## config.mk

```make
export PLATFORM = sky130hd
export DESIGN_NAME = blocking_cache
export DESIGN_NICKNAME = d
export VERILOG_FILES = /design/src/verilog/cache_pkg.sv /design/src/verilog/cache_ctrl.sv /design/src/verilog/cache_dpath.sv /design/src/verilog/blocking_cache.sv
export SDC_FILE = /design/constraint.sdc
export NUM_CORES = 2
export LEC_CHECK = 0
export BUFFER_PORTS_ARGS = -buffer_cell sky130_fd_sc_hd__buf_2
export CORE_MARGIN = 3
export CORE_UTILIZATION = 60
export DETAILED_ROUTE_END_ITERATION = 8
export PLACE_DENSITY = 0.78
export SETUP_SLACK_MARGIN = 0.1
export SLEW_MARGIN = 0
export SYNTH_ARGS = -nofsm -noshare
export SYNTH_HDL_FRONTEND = slang
export SYNTH_SLANG_ARGS = --single-unit
export TNS_END_PERCENT = 30
```

## constraint.sdc

```tcl
create_clock -name clk -period 8.5 [get_ports clk]
set_input_delay 1.7 -clock clk [delete_from_list [all_inputs] [get_ports clk]]
set_output_delay 1.7 -clock clk [all_outputs]
set_load 0.01 [all_outputs]
```

## src/verilog/cache_pkg.sv

```systemverilog
// Shared definitions for the blocking data cache
// Geometry, request type codes, control encodings and the address view

`default_nettype none

package cache_pkg;

  // --------------------------------------------------
  // Geometry
  // --------------------------------------------------
  localparam int addr_bits   = 32;
  localparam int word_bits   = 32;
  localparam int line_bits   = 128;
  localparam int line_bytes  = line_bits / 8;
  localparam int num_lines   = 16;
  localparam int index_bits  = 4;
  // Byte offset within a line
  localparam int offset_bits = 4;
  localparam int tag_bits    = addr_bits - index_bits - offset_bits;

  // Request and response type codes
  typedef enum logic [2:0] {
    req_read  = 3'd0,
    req_write = 3'd1,
    req_init  = 3'd2
  } req_type_t;

  // --------------------------------------------------
  // Datapath control encodings
  // --------------------------------------------------
  localparam logic wdata_word   = 1'b0;
  localparam logic wdata_refill = 1'b1;

  localparam logic maddr_evict  = 1'b0;
  localparam logic maddr_refill = 1'b1;

  // Word write enables lane 0, the datapath moves it to the addressed word
  localparam logic [line_bytes-1:0] wben_none = '0;
  localparam logic [line_bytes-1:0] wben_word = 16'h000f;
  localparam logic [line_bytes-1:0] wben_line = 16'hffff;

  // Address as seen by the cache
  typedef struct packed {
    logic [tag_bits-1:0]   tag;
    logic [index_bits-1:0] index;
    logic [1:0]            word_sel;
    logic [1:0]            byte_sel;
  } cache_addr_s;

  typedef union packed {
    logic [addr_bits-1:0] word;
    cache_addr_s          fields;
  } cache_addr_u;

endpackage

`default_nettype wire

```

## src/verilog/cache_ctrl.sv

```systemverilog
// Blocking cache controller
// State machine, valid and dirty bits, datapath enables and handshakes

`default_nettype none

module cache_ctrl (
  input  wire logic                                 clk,
  input  wire logic                                 reset,
  input  wire logic                                 cachereq_val,
  input  wire logic                                 cacheresp_rdy,
  input  wire logic                                 memreq_rdy,
  input  wire logic                                 memresp_val,
  input  wire logic                                 tag_match,
  input  wire cache_pkg::req_type_t                 req_type,
  input  wire logic [cache_pkg::index_bits-1:0]     req_index,
  output logic                                      cachereq_rdy,
  output logic                                      cacheresp_val,
  output logic                                      memreq_val,
  output logic                                      memresp_rdy,
  output cache_pkg::req_type_t                      memreq_type,
  output cache_pkg::req_type_t                      cacheresp_type,
  output logic                                      req_reg_en,
  output logic                                      tag_array_ren,
  output logic                                      tag_array_wen,
  output logic                                      data_array_ren,
  output logic                                      data_array_wen,
  output logic [cache_pkg::line_bytes-1:0]          data_array_wben,
  output logic                                      write_data_sel,
  output logic                                      evict_addr_reg_en,
  output logic                                      memreq_addr_sel,
  output logic                                      refill_reg_en,
  output logic                                      read_data_reg_en
);

  import cache_pkg::*;

  typedef enum logic [3:0] {
    st_idle,
    st_tag_check,
    st_read_access,
    st_write_access,
    st_resp,
    st_evict_prepare,
    st_evict_request,
    st_evict_wait,
    st_refill_request,
    st_refill_wait,
    st_refill_update
  } state_t;

  state_t state;
  state_t state_next;

  logic [num_lines-1:0] valid_bits;
  logic [num_lines-1:0] dirty_bits;
  logic                 hit;
  logic                 victim_dirty;

  assign hit          = valid_bits[req_index] && tag_match;
  assign victim_dirty = valid_bits[req_index] && dirty_bits[req_index];

  // --------------------------------------------------
  // State register and next state
  // --------------------------------------------------
  always_ff @(posedge clk) begin
    if (reset) begin
      state <= st_idle;
    end else begin
      state <= state_next;
    end
  end

  always_comb begin
    state_next = state;
    case (state)
      st_idle: begin
        if (cachereq_val) begin
          state_next = st_tag_check;
        end
      end
      st_tag_check: begin
        // Init skips the tag check entirely
        if (req_type == req_init) begin
          state_next = st_write_access;
        end else if (hit) begin
          state_next = (req_type == req_read) ? st_read_access : st_write_access;
        end else if (victim_dirty) begin
          state_next = st_evict_prepare;
        end else begin
          state_next = st_refill_request;
        end
      end
      st_read_access:   state_next = st_resp;
      st_write_access:  state_next = st_resp;
      st_resp: begin
        if (cacheresp_rdy) begin
          state_next = st_idle;
        end
      end
      st_evict_prepare: state_next = st_evict_request;
      st_evict_request: begin
        if (memreq_rdy) begin
          state_next = st_evict_wait;
        end
      end
      st_evict_wait: begin
        // Write acknowledgment from memory
        if (memresp_val) begin
          state_next = st_refill_request;
        end
      end
      st_refill_request: begin
        if (memreq_rdy) begin
          state_next = st_refill_wait;
        end
      end
      st_refill_wait: begin
        if (memresp_val) begin
          state_next = st_refill_update;
        end
      end
      st_refill_update: begin
        // Back to the access the request asked for
        state_next = (req_type == req_read) ? st_read_access : st_write_access;
      end
      default:          state_next = st_idle;
    endcase
  end

  // --------------------------------------------------
  // Valid and dirty bits
  // --------------------------------------------------
  always_ff @(posedge clk) begin
    if (reset) begin
      valid_bits <= '0;
      dirty_bits <= '0;
    end else if (state == st_refill_update) begin
      valid_bits[req_index] <= 1'b1;
      dirty_bits[req_index] <= 1'b0;
    end else if (state == st_write_access) begin
      if (req_type == req_init) begin
        valid_bits[req_index] <= 1'b1;
        dirty_bits[req_index] <= 1'b0;
      end else begin
        dirty_bits[req_index] <= 1'b1;
      end
    end
  end

  // --------------------------------------------------
  // Control outputs
  // --------------------------------------------------
  assign cacheresp_type = req_type;

  always_comb begin
    cachereq_rdy      = 1'b0;
    cacheresp_val     = 1'b0;
    memreq_val        = 1'b0;
    memresp_rdy       = 1'b0;
    memreq_type       = req_read;
    req_reg_en        = 1'b0;
    tag_array_ren     = 1'b0;
    tag_array_wen     = 1'b0;
    data_array_ren    = 1'b0;
    data_array_wen    = 1'b0;
    data_array_wben   = wben_none;
    write_data_sel    = wdata_word;
    evict_addr_reg_en = 1'b0;
    memreq_addr_sel   = maddr_refill;
    refill_reg_en     = 1'b0;
    read_data_reg_en  = 1'b0;
    case (state)
      st_idle: begin
        cachereq_rdy  = 1'b1;
        req_reg_en    = cachereq_val;
        tag_array_ren = 1'b1;
      end
      // Line read starts here so a hit needs no extra cycle
      st_tag_check:     data_array_ren = 1'b1;
      st_read_access:   read_data_reg_en = 1'b1;
      st_write_access: begin
        tag_array_wen   = (req_type == req_init);
        data_array_wen  = 1'b1;
        data_array_wben = wben_word;
      end
      st_resp:          cacheresp_val = 1'b1;
      st_evict_prepare: evict_addr_reg_en = 1'b1;
      st_evict_request: begin
        memreq_val      = 1'b1;
        memreq_type     = req_write;
        memreq_addr_sel = maddr_evict;
      end
      st_evict_wait:    memresp_rdy = 1'b1;
      st_refill_request: memreq_val = 1'b1;
      st_refill_wait: begin
        memresp_rdy   = 1'b1;
        refill_reg_en = memresp_val;
      end
      st_refill_update: begin
        tag_array_wen   = 1'b1;
        data_array_wen  = 1'b1;
        data_array_ren  = 1'b1;
        data_array_wben = wben_line;
        write_data_sel  = wdata_refill;
      end
      default: begin
        cachereq_rdy = 1'b0;
      end
    endcase
  end

endmodule

`default_nettype wire

```

## src/verilog/cache_dpath.sv

```systemverilog
// Blocking cache datapath
// Request registers, tag and data arrays, eviction address and word muxing

`default_nettype none

module cache_dpath (
  input  wire logic                                 clk,
  input  wire logic                                 reset,
  input  wire cache_pkg::req_type_t                 cachereq_type,
  input  wire logic [cache_pkg::addr_bits-1:0]      cachereq_addr,
  input  wire logic [cache_pkg::word_bits-1:0]      cachereq_data,
  input  wire logic [cache_pkg::line_bits-1:0]      memresp_data,
  input  wire logic                                 req_reg_en,
  input  wire logic                                 tag_array_ren,
  input  wire logic                                 tag_array_wen,
  input  wire logic                                 data_array_ren,
  input  wire logic                                 data_array_wen,
  input  wire logic [cache_pkg::line_bytes-1:0]     data_array_wben,
  input  wire logic                                 write_data_sel,
  input  wire logic                                 evict_addr_reg_en,
  input  wire logic                                 memreq_addr_sel,
  input  wire logic                                 refill_reg_en,
  input  wire logic                                 read_data_reg_en,
  output logic                                      tag_match,
  output cache_pkg::req_type_t                      req_type,
  output logic [cache_pkg::index_bits-1:0]          req_index,
  output logic [cache_pkg::word_bits-1:0]           cacheresp_data,
  output logic [cache_pkg::addr_bits-1:0]           memreq_addr,
  output logic [cache_pkg::line_bits-1:0]           memreq_data
);

  import cache_pkg::*;

  cache_addr_u           in_addr;
  cache_addr_u           req_addr;
  logic [addr_bits-1:0]  evict_addr;
  logic [addr_bits-1:0]  refill_addr;
  logic [word_bits-1:0]  req_data;
  logic [line_bits-1:0]  refill_line;

  logic [tag_bits-1:0]   tag_array [num_lines];
  logic [tag_bits-1:0]   tag_rdata;
  logic [line_bits-1:0]  data_array [num_lines];
  logic [line_bits-1:0]  data_rdata;

  logic [line_bits-1:0]  write_line;
  logic [line_bits-1:0]  merged_line;
  logic [line_bytes-1:0] wben_eff;
  logic [word_bits-1:0]  read_word;
  logic [word_bits-1:0]  resp_word;

  assign in_addr.word = cachereq_addr;

  // --------------------------------------------------
  // Registered request
  // --------------------------------------------------
  always_ff @(posedge clk) begin
    if (reset) begin
      req_type <= req_read;
    end else if (req_reg_en) begin
      req_type <= cachereq_type;
    end
  end

  always_ff @(posedge clk) begin
    if (req_reg_en) begin
      req_addr <= in_addr;
      req_data <= cachereq_data;
    end
  end

  assign req_index = req_addr.fields.index;

  // --------------------------------------------------
  // Tag array
  // --------------------------------------------------
  // Read with the incoming index while the request is taken
  always_ff @(posedge clk) begin
    if (tag_array_ren) begin
      tag_rdata <= tag_array[in_addr.fields.index];
    end
    if (tag_array_wen) begin
      tag_array[req_index] <= req_addr.fields.tag;
    end
  end

  assign tag_match = (tag_rdata == req_addr.fields.tag);

  // Victim line address
  always_ff @(posedge clk) begin
    if (evict_addr_reg_en) begin
      evict_addr <= {tag_rdata, req_index, {offset_bits{1'b0}}};
    end
  end

  assign refill_addr = {req_addr.word[addr_bits-1:offset_bits], {offset_bits{1'b0}}};
  assign memreq_addr = (memreq_addr_sel == maddr_refill) ? refill_addr : evict_addr;

  always_ff @(posedge clk) begin
    if (refill_reg_en) begin
      refill_line <= memresp_data;
    end
  end

  // --------------------------------------------------
  // Data array
  // --------------------------------------------------
  assign write_line = (write_data_sel == wdata_refill) ? refill_line : {4{req_data}};

  // Word writes move the lane 0 group to the addressed word
  assign wben_eff = (write_data_sel == wdata_refill)
                  ? data_array_wben
                  : data_array_wben << {req_addr.fields.word_sel, 2'b00};

  always_comb begin
    for (int b = 0; b < line_bytes; b++) begin
      merged_line[b*8 +: 8] = wben_eff[b] ? write_line[b*8 +: 8]
                                          : data_array[req_index][b*8 +: 8];
    end
  end

  // Write first, so a read during refill sees the new line
  always_ff @(posedge clk) begin
    if (data_array_wen) begin
      data_array[req_index] <= merged_line;
    end
    if (data_array_ren) begin
      data_rdata <= data_array_wen ? merged_line : data_array[req_index];
    end
  end

  assign memreq_data = data_rdata;

  // --------------------------------------------------
  // Response word
  // --------------------------------------------------
  always_comb begin
    case (req_addr.fields.word_sel)
      2'd0:    read_word = data_rdata[0*word_bits +: word_bits];
      2'd1:    read_word = data_rdata[1*word_bits +: word_bits];
      2'd2:    read_word = data_rdata[2*word_bits +: word_bits];
      default: read_word = data_rdata[3*word_bits +: word_bits];
    endcase
  end

  always_ff @(posedge clk) begin
    if (read_data_reg_en) begin
      resp_word <= read_word;
    end
  end

  assign cacheresp_data = resp_word;

endmodule

`default_nettype wire

```

## src/verilog/blocking_cache.sv

```systemverilog
// Blocking direct-mapped write-back data cache
// Joins the controller and the datapath to the processor and memory ports

`default_nettype none

module blocking_cache (
  input  wire logic                                 clk,
  input  wire logic                                 reset,

  // Processor request and response
  input  wire logic                                 cachereq_val,
  output logic                                      cachereq_rdy,
  input  wire cache_pkg::req_type_t                 cachereq_type,
  input  wire logic [cache_pkg::addr_bits-1:0]      cachereq_addr,
  input  wire logic [cache_pkg::word_bits-1:0]      cachereq_data,
  output logic                                      cacheresp_val,
  input  wire logic                                 cacheresp_rdy,
  output cache_pkg::req_type_t                      cacheresp_type,
  output logic [cache_pkg::word_bits-1:0]           cacheresp_data,

  // Line-wide memory port
  output logic                                      memreq_val,
  input  wire logic                                 memreq_rdy,
  output cache_pkg::req_type_t                      memreq_type,
  output logic [cache_pkg::addr_bits-1:0]           memreq_addr,
  output logic [cache_pkg::line_bits-1:0]           memreq_data,
  input  wire logic                                 memresp_val,
  output logic                                      memresp_rdy,
  input  wire logic [cache_pkg::line_bits-1:0]      memresp_data
);

  import cache_pkg::*;

  // Controller enables
  logic                  req_reg_en;
  logic                  tag_array_ren;
  logic                  tag_array_wen;
  logic                  data_array_ren;
  logic                  data_array_wen;
  logic [line_bytes-1:0] data_array_wben;
  logic                  write_data_sel;
  logic                  evict_addr_reg_en;
  logic                  memreq_addr_sel;
  logic                  refill_reg_en;
  logic                  read_data_reg_en;

  // Datapath status
  logic                  tag_match;
  req_type_t             req_type;
  logic [index_bits-1:0] req_index;

  cache_ctrl ctrl (
    .clk               (clk),
    .reset             (reset),
    .cachereq_val      (cachereq_val),
    .cacheresp_rdy     (cacheresp_rdy),
    .memreq_rdy        (memreq_rdy),
    .memresp_val       (memresp_val),
    .tag_match         (tag_match),
    .req_type          (req_type),
    .req_index         (req_index),
    .cachereq_rdy      (cachereq_rdy),
    .cacheresp_val     (cacheresp_val),
    .memreq_val        (memreq_val),
    .memresp_rdy       (memresp_rdy),
    .memreq_type       (memreq_type),
    .cacheresp_type    (cacheresp_type),
    .req_reg_en        (req_reg_en),
    .tag_array_ren     (tag_array_ren),
    .tag_array_wen     (tag_array_wen),
    .data_array_ren    (data_array_ren),
    .data_array_wen    (data_array_wen),
    .data_array_wben   (data_array_wben),
    .write_data_sel    (write_data_sel),
    .evict_addr_reg_en (evict_addr_reg_en),
    .memreq_addr_sel   (memreq_addr_sel),
    .refill_reg_en     (refill_reg_en),
    .read_data_reg_en  (read_data_reg_en)
  );

  cache_dpath dpath (
    .clk               (clk),
    .reset             (reset),
    .cachereq_type     (cachereq_type),
    .cachereq_addr     (cachereq_addr),
    .cachereq_data     (cachereq_data),
    .memresp_data      (memresp_data),
    .req_reg_en        (req_reg_en),
    .tag_array_ren     (tag_array_ren),
    .tag_array_wen     (tag_array_wen),
    .data_array_ren    (data_array_ren),
    .data_array_wen    (data_array_wen),
    .data_array_wben   (data_array_wben),
    .write_data_sel    (write_data_sel),
    .evict_addr_reg_en (evict_addr_reg_en),
    .memreq_addr_sel   (memreq_addr_sel),
    .refill_reg_en     (refill_reg_en),
    .read_data_reg_en  (read_data_reg_en),
    .tag_match         (tag_match),
    .req_type          (req_type),
    .req_index         (req_index),
    .cacheresp_data    (cacheresp_data),
    .memreq_addr       (memreq_addr),
    .memreq_data       (memreq_data)
  );

endmodule

`default_nettype wire

```

* Word level (Yosys, flattened, before mapping) *
Memories as Yosys holds them, arrays and structs flattened. A register that Yosys moved wholly into a read port is not among the register bits.
Cells that the tools add are included.
Widths: inputs -> output; s select.

operators by class
  reduce and logical (&&, ||, !) cells = 15
  multiplexer cells = 63
  shift operators = 1
  eq/ne operators = 20
  magnitude comparators = 2
  bitwise gates (word level) = 4

operator list
  operator            number
  $mux 128            2
  $mux 8              16
  $mux 16             7
  $pmux 32 s3         1
  $mux 4              10
  $pmux 4 s10         1
  $mux 32             1
  $or 16x16->16       2
  $pmux 16 s2         1
  $eq 24x24->1        1
  $mux 1              20
  $and 16x16->16      1
  $eq 4x3->1 const B  4
  $not 16->16         1
  $shl 16x4->16       1
  $eq 4x4->1 const B  3
  $ne 2x2->1 const B  6
  $reduce_or 2->1     5
  $bmux 1 s4          2
  $eq 4x2->1 const B  2
  $reduce_and 6->1    1
  $lt 4x5->1 const B  1
  $demux 1 s4         1
  $eq 4x1->1 const B  1
  other kinds (11)    14

storage, ports and cells
  memory bits (writable) = 2,432
  memories = 2
  flip-flop bits (word level) = 419
  word-level logic and storage cells = 117
  output and inout bits = 202

memories
  name              words  width  read ports  clocked after Yosys merged registers in  write ports  line               text
  dpath.data_array  16     128    1           1                                        1            cache_dpath.sv:43  logic [line_bits-1:0] data_array [num_lines];
  dpath.tag_array   16     24     1           1                                        1            cache_dpath.sv:41  logic [tag_bits-1:0] tag_array [num_lines];

* Longest topological paths before layout *
  depth in word-level cells = 9
  mapped depth = 9

* Modules after synthesis *
A second synthesis with hierarchy kept.

second synthesis, totals
  cells, all modules = 5,038
  area total of the unflattened synthesis = 111,510.7 µm²

by module, submodules not included
  module       cells each  area an instance (µm²)  instances
  cache_dpath  4,745       109,262.3               1
  cache_ctrl   293         2,248.4                 1

* Worst setup path before layout *
No wires, ideal clock.

  kind = register to register
  start = reg dpath.req_addr[5] in the netlist's numbering
  end = mem dpath.data_array[3][0], enable pin
  setup slack = 1.290 ns
  cell stages (with the launch flop) = 6
  data arrival time = 6.593 ns
  clock period less this slack = 7.210 ns
  buffers on the path = 3
  path through = edfxtp_1 > clkbuf_1 > clkbuf_1 > nand3_1 > clkbuf_1 > nor2_1

RTL lines
  item                    line               text
  from (decl)             cache_dpath.sv:35  cache_addr_u req_addr;
  from (signal assigned)  cache_dpath.sv:67  req_addr <= in_addr;
  to (decl)               cache_dpath.sv:43

Straight into the memory's write port.

* Worst setup path in the final report *
  start = reg ctrl.state[2]
  end = out memreq_addr[22] in the netlist's numbering

between the ends
  cells in the longest elaborated chain, start to end = 2

ends and longest elaborated chain
  item                    line                  text
  from (decl)             cache_ctrl.sv:51      state_t state;
  from (signal assigned)  cache_ctrl.sv:67      state <= st_idle;
  from (signal assigned)  cache_ctrl.sv:69      state <= state_next;
  $eq 4x3->1              cache_ctrl.sv:172     case (state)
  $mux 32                 cache_dpath.sv:97     assign memreq_addr = (memreq_addr_sel == maddr_refill) ? refill_addr : evict_addr;
  to (decl)               blocking_cache.sv:25  output logic [cache_pkg::addr_bits-1:0] memreq_addr,

No other way between the ends.

==> flow_summary.ini <==
[critical_path]
cp.arrival_ps = 3160
critPathLaunch = ctrl.state[2]
timing.rr.start = ctrl.state[1]
cp-start-kind = flop
r2r_slack_ps = 3650
critPathCaptureType = primary output
r2r_cells = 6
worstReg2RegEnd = dpath.data_array[5][28]
cp.required_ps = 6800
critPathKind = flop to primary output
cp_max_fo = 30

[synthesis]
synth_area_leaders = edfxtp_1 (77%), mux4_2 (16%), a21oi_1 (0.87%), dfxtp_1 (0.78%), nand2_1 (0.53%)
synth_top_cell_by_area = edfxtp_1
yosysTopAreaCellShare_pct = 77.4
syn_inst = 4823
ys.flop_type = edfxtp_1
synth_edf_count = 2834
avgSynthCellArea_um2 = 22.8
synth.distinct_cells = 50
synth-seq-cells = 2877
netlist_area_um2 = 110000
async_flop_share_pct = 0
yosysSeqAreaShare_pct = 78.2
yosysWarnings = 0

[min_path]
min-delay-path-class = flop to flop
hold_path_end = dpath.evict_addr[31]
hold_path_depth = 0
min-delay-start = dpath.tag_rdata[23]

[clocking]
cts_resized = 0
cts_hold_buf = 0
clockBufferDepth = 4
cts_sinks = 2877
cts_root_buf = clkbuf_16
cts_tree = done
path_clk_slew_ps = 60
postCtsSetupBuffers = 0
clk_latency_ps = 950
cts_max_level = 5
cts_buffers = 295

[drt]
vias = 56300
drt-wirelength-per-cell_um = 38.8
dr.pass1.iters = 9
drtIter0Drc = 9233
via_per_inst = 7.09
antenna_left = 0
route.detailed.drc = 0
finalWirelength_um = 308000

[layout]
post-route-util_pct = 68.3
drive_gt1_share_pct = 31.5
nets = 5554
synthToLayoutAreaGrowth_pct = 12.7

[placement]
pre_cts_slack_ps = 3890
numPortBuffers = 394
hpwlAfterDp_um = 157000
gp_congestion = 0.888

[global_routing]
grt_max_degree = 126
grt_pass1_vias = 57400
overflow = 0
grt_antenna_before_repair = 35
grt_usage_pct = 33.3
grt_pass1_wl_um = 433000

[floorplanning]
dieArea_um2 = 188000
die_y_um = 434
io-pin-count = 403
dieWidth_um = 434
initial_utilization_pct = 60.6
num_rows = 156
core-area_um2 = 181000

[sta]
slew_headroom_pct = 19.1
final.min_clock_period_ps = 4860
rsz0062_at_grt = false
setup_tns_ps = 0
finalHoldViolCount = 0
fin_hold_ws_ps = 468
max_freq_mhz = 206
worst_pin_slew_ps = 1210
drv_slew = 0
layout_setup_ws_ps = 3640
period_share_pct = 57.2
fin_skew_ps = 77.8
setup_viol = 0

[power_and_ir_drop]
power.density_nw_per_um2 = 329
peakVddDrop_uv = 313
p_leak_nw = 39.4

[run]
maxCapViolations = 0

[outcome]
status = finished, final reports clean
## sequential cells by signal (all words and copies together), names as in the netlist, named ones only
name                  count
ctrl.state                4
ctrl.valid_bits          16
dpath.cacheresp_data     32
dpath.data_array       2048
dpath.evict_addr         28
dpath.memreq_data       128
dpath.refill_line       128
dpath.req_addr           30
dpath.req_data           32
dpath.req_type            3
dpath.tag_array         384
dpath.tag_rdata          24
## where the power goes
part	leakage, nW	switching, mW	internal (mW)
Combinational	9.16	5.84	3.08
Clock	4.31	5.25	6.95
Sequential	25.9	0.822	18.8
Total	39.4	11.9	28.8
## critical path, stage by stage (launching register included)
cell and delay [ps]:
dfxtp_1 760, nand2_1 260, nor3_2 160, buf_4 460, mux2_2 430, buf_2 160
## worst max path at each step
stage	slack, ps	depth (start not counted)	to
2_1_floorplan	1290	5	dpath.data_array[3][0]
3_3_place_gp	3980	4	dpath.tag_rdata[5]
3_5_place_dp	3890	6	dpath.data_array[5][19]
4_1_cts	3640	5	memreq_addr[20]
5_1_grt	3440	6	memreq_addr[7]
6_report	3640	5	memreq_addr[22]
## cells by family (layout without fill, tap and decap cells)
kind of cell,count (synthesis),count (layout),share of synthesized area (%)
xor gates and xnor gates,24,24,0.191
DFF,2877,2877,78.2
other,1,29,0.00341
AOI/OAI and AO/OA,457,457,2.33
buffers and inverters,279,1002,1.22
muxes,858,858,16.7
and+or+nand+nor,327,327,1.36
## metrics by stage
stage	area, um^2	power (mW)	instances
2_1_floorplan	110000	25.1	4828
3_3_place_gp	115000	28.0	7426
3_5_place_dp	115000	28.4	7426
4_1_cts	124000	40.7	7921
5_1_grt	124000	41.8	7937
6_report	124000	40.7	7944
## layer usage
layer / vias up / wire (um) / track usage, %
li1: 21500 / - / -
met1: 28900 / 95400 / 41.7
met2: 4934 / 147000 / 51.1
met3: 1004 / 40300 / 9.33
met4: 22 / 25000 / 23.2
met5: - / 188 / 0.468
## Yosys cell counts, types with 3 or more instances
| library cell | n |
|---|---|
| a31oi_1 | 3 |
| edfxtp_1 | 2834 |
| nand2_1 | 155 |
| buf_4 | 18 |
| o21a_1 | 18 |
| or2_2 | 4 |
| clkbuf_1 | 143 |
| a21o_1 | 17 |
| a211oi_1 | 12 |
| nand3_1 | 3 |
| buf_6 | 17 |
| xnor2_1 | 24 |
| nand4_1 | 8 |
| mux2i_1 | 38 |
| o21ai_0 | 54 |
| mux4_2 | 775 |
| a22o_1 | 9 |
| inv_1 | 4 |
| nor4_1 | 3 |
| o211ai_1 | 15 |
| nor3_1 | 21 |
| nand2b_1 | 5 |
| nor3b_1 | 6 |
| a22oi_1 | 19 |
| o21ai_1 | 110 |
| buf_2 | 77 |
| dfxtp_1 | 43 |
| mux2_2 | 45 |
| nor2_1 | 64 |
| buf_1 | 20 |
| a21oi_1 | 190 |
| nor2b_1 | 47 |
## layout by cell type (no fill, tap or decap), types with 8 or more instances in the layout
| cell type | n |
|---|---|
| a211oi_1 | 12 |
| a21o_1 | 17 |
| a21oi_1 | 190 |
| a22o_1 | 9 |
| a22oi_1 | 19 |
| buf_12 | 25 |
| buf_2 | 392 |
| buf_4 | 85 |
| bufinv_16 | 15 |
| clkbuf_1 | 69 |
| clkbuf_16 | 302 |
| clkinv_1 | 56 |
| clkinv_2 | 39 |
| dfxtp_1 | 39 |
| diode_2 | 23 |
| edfxtp_1 | 2834 |
| mux2_2 | 45 |
| mux2i_1 | 38 |
| mux4_2 | 775 |
| nand2_1 | 155 |
| nand4_1 | 8 |
| nor2_1 | 45 |
| nor2_4 | 18 |
| nor2b_1 | 47 |
| nor3_2 | 18 |
| o211ai_1 | 15 |
| o21a_1 | 18 |
| o21ai_0 | 46 |
| o21ai_1 | 116 |
| xnor2_1 | 24 |
## layout make-up
class / instances / area [um^2]
diodes: 23 / 57.6
clock buffers: 372 / 7830
clock inverters: 123 / 975
fillers: 10300 / 57500
inverters: 4 / 17.5
multi-input cells: 1672 / 22900
flip-flops and latches: 2877 / 86000
well taps: 2370 / 2970
repair buffers: 503 / 3110
Power figures use the tool's default switching activity.
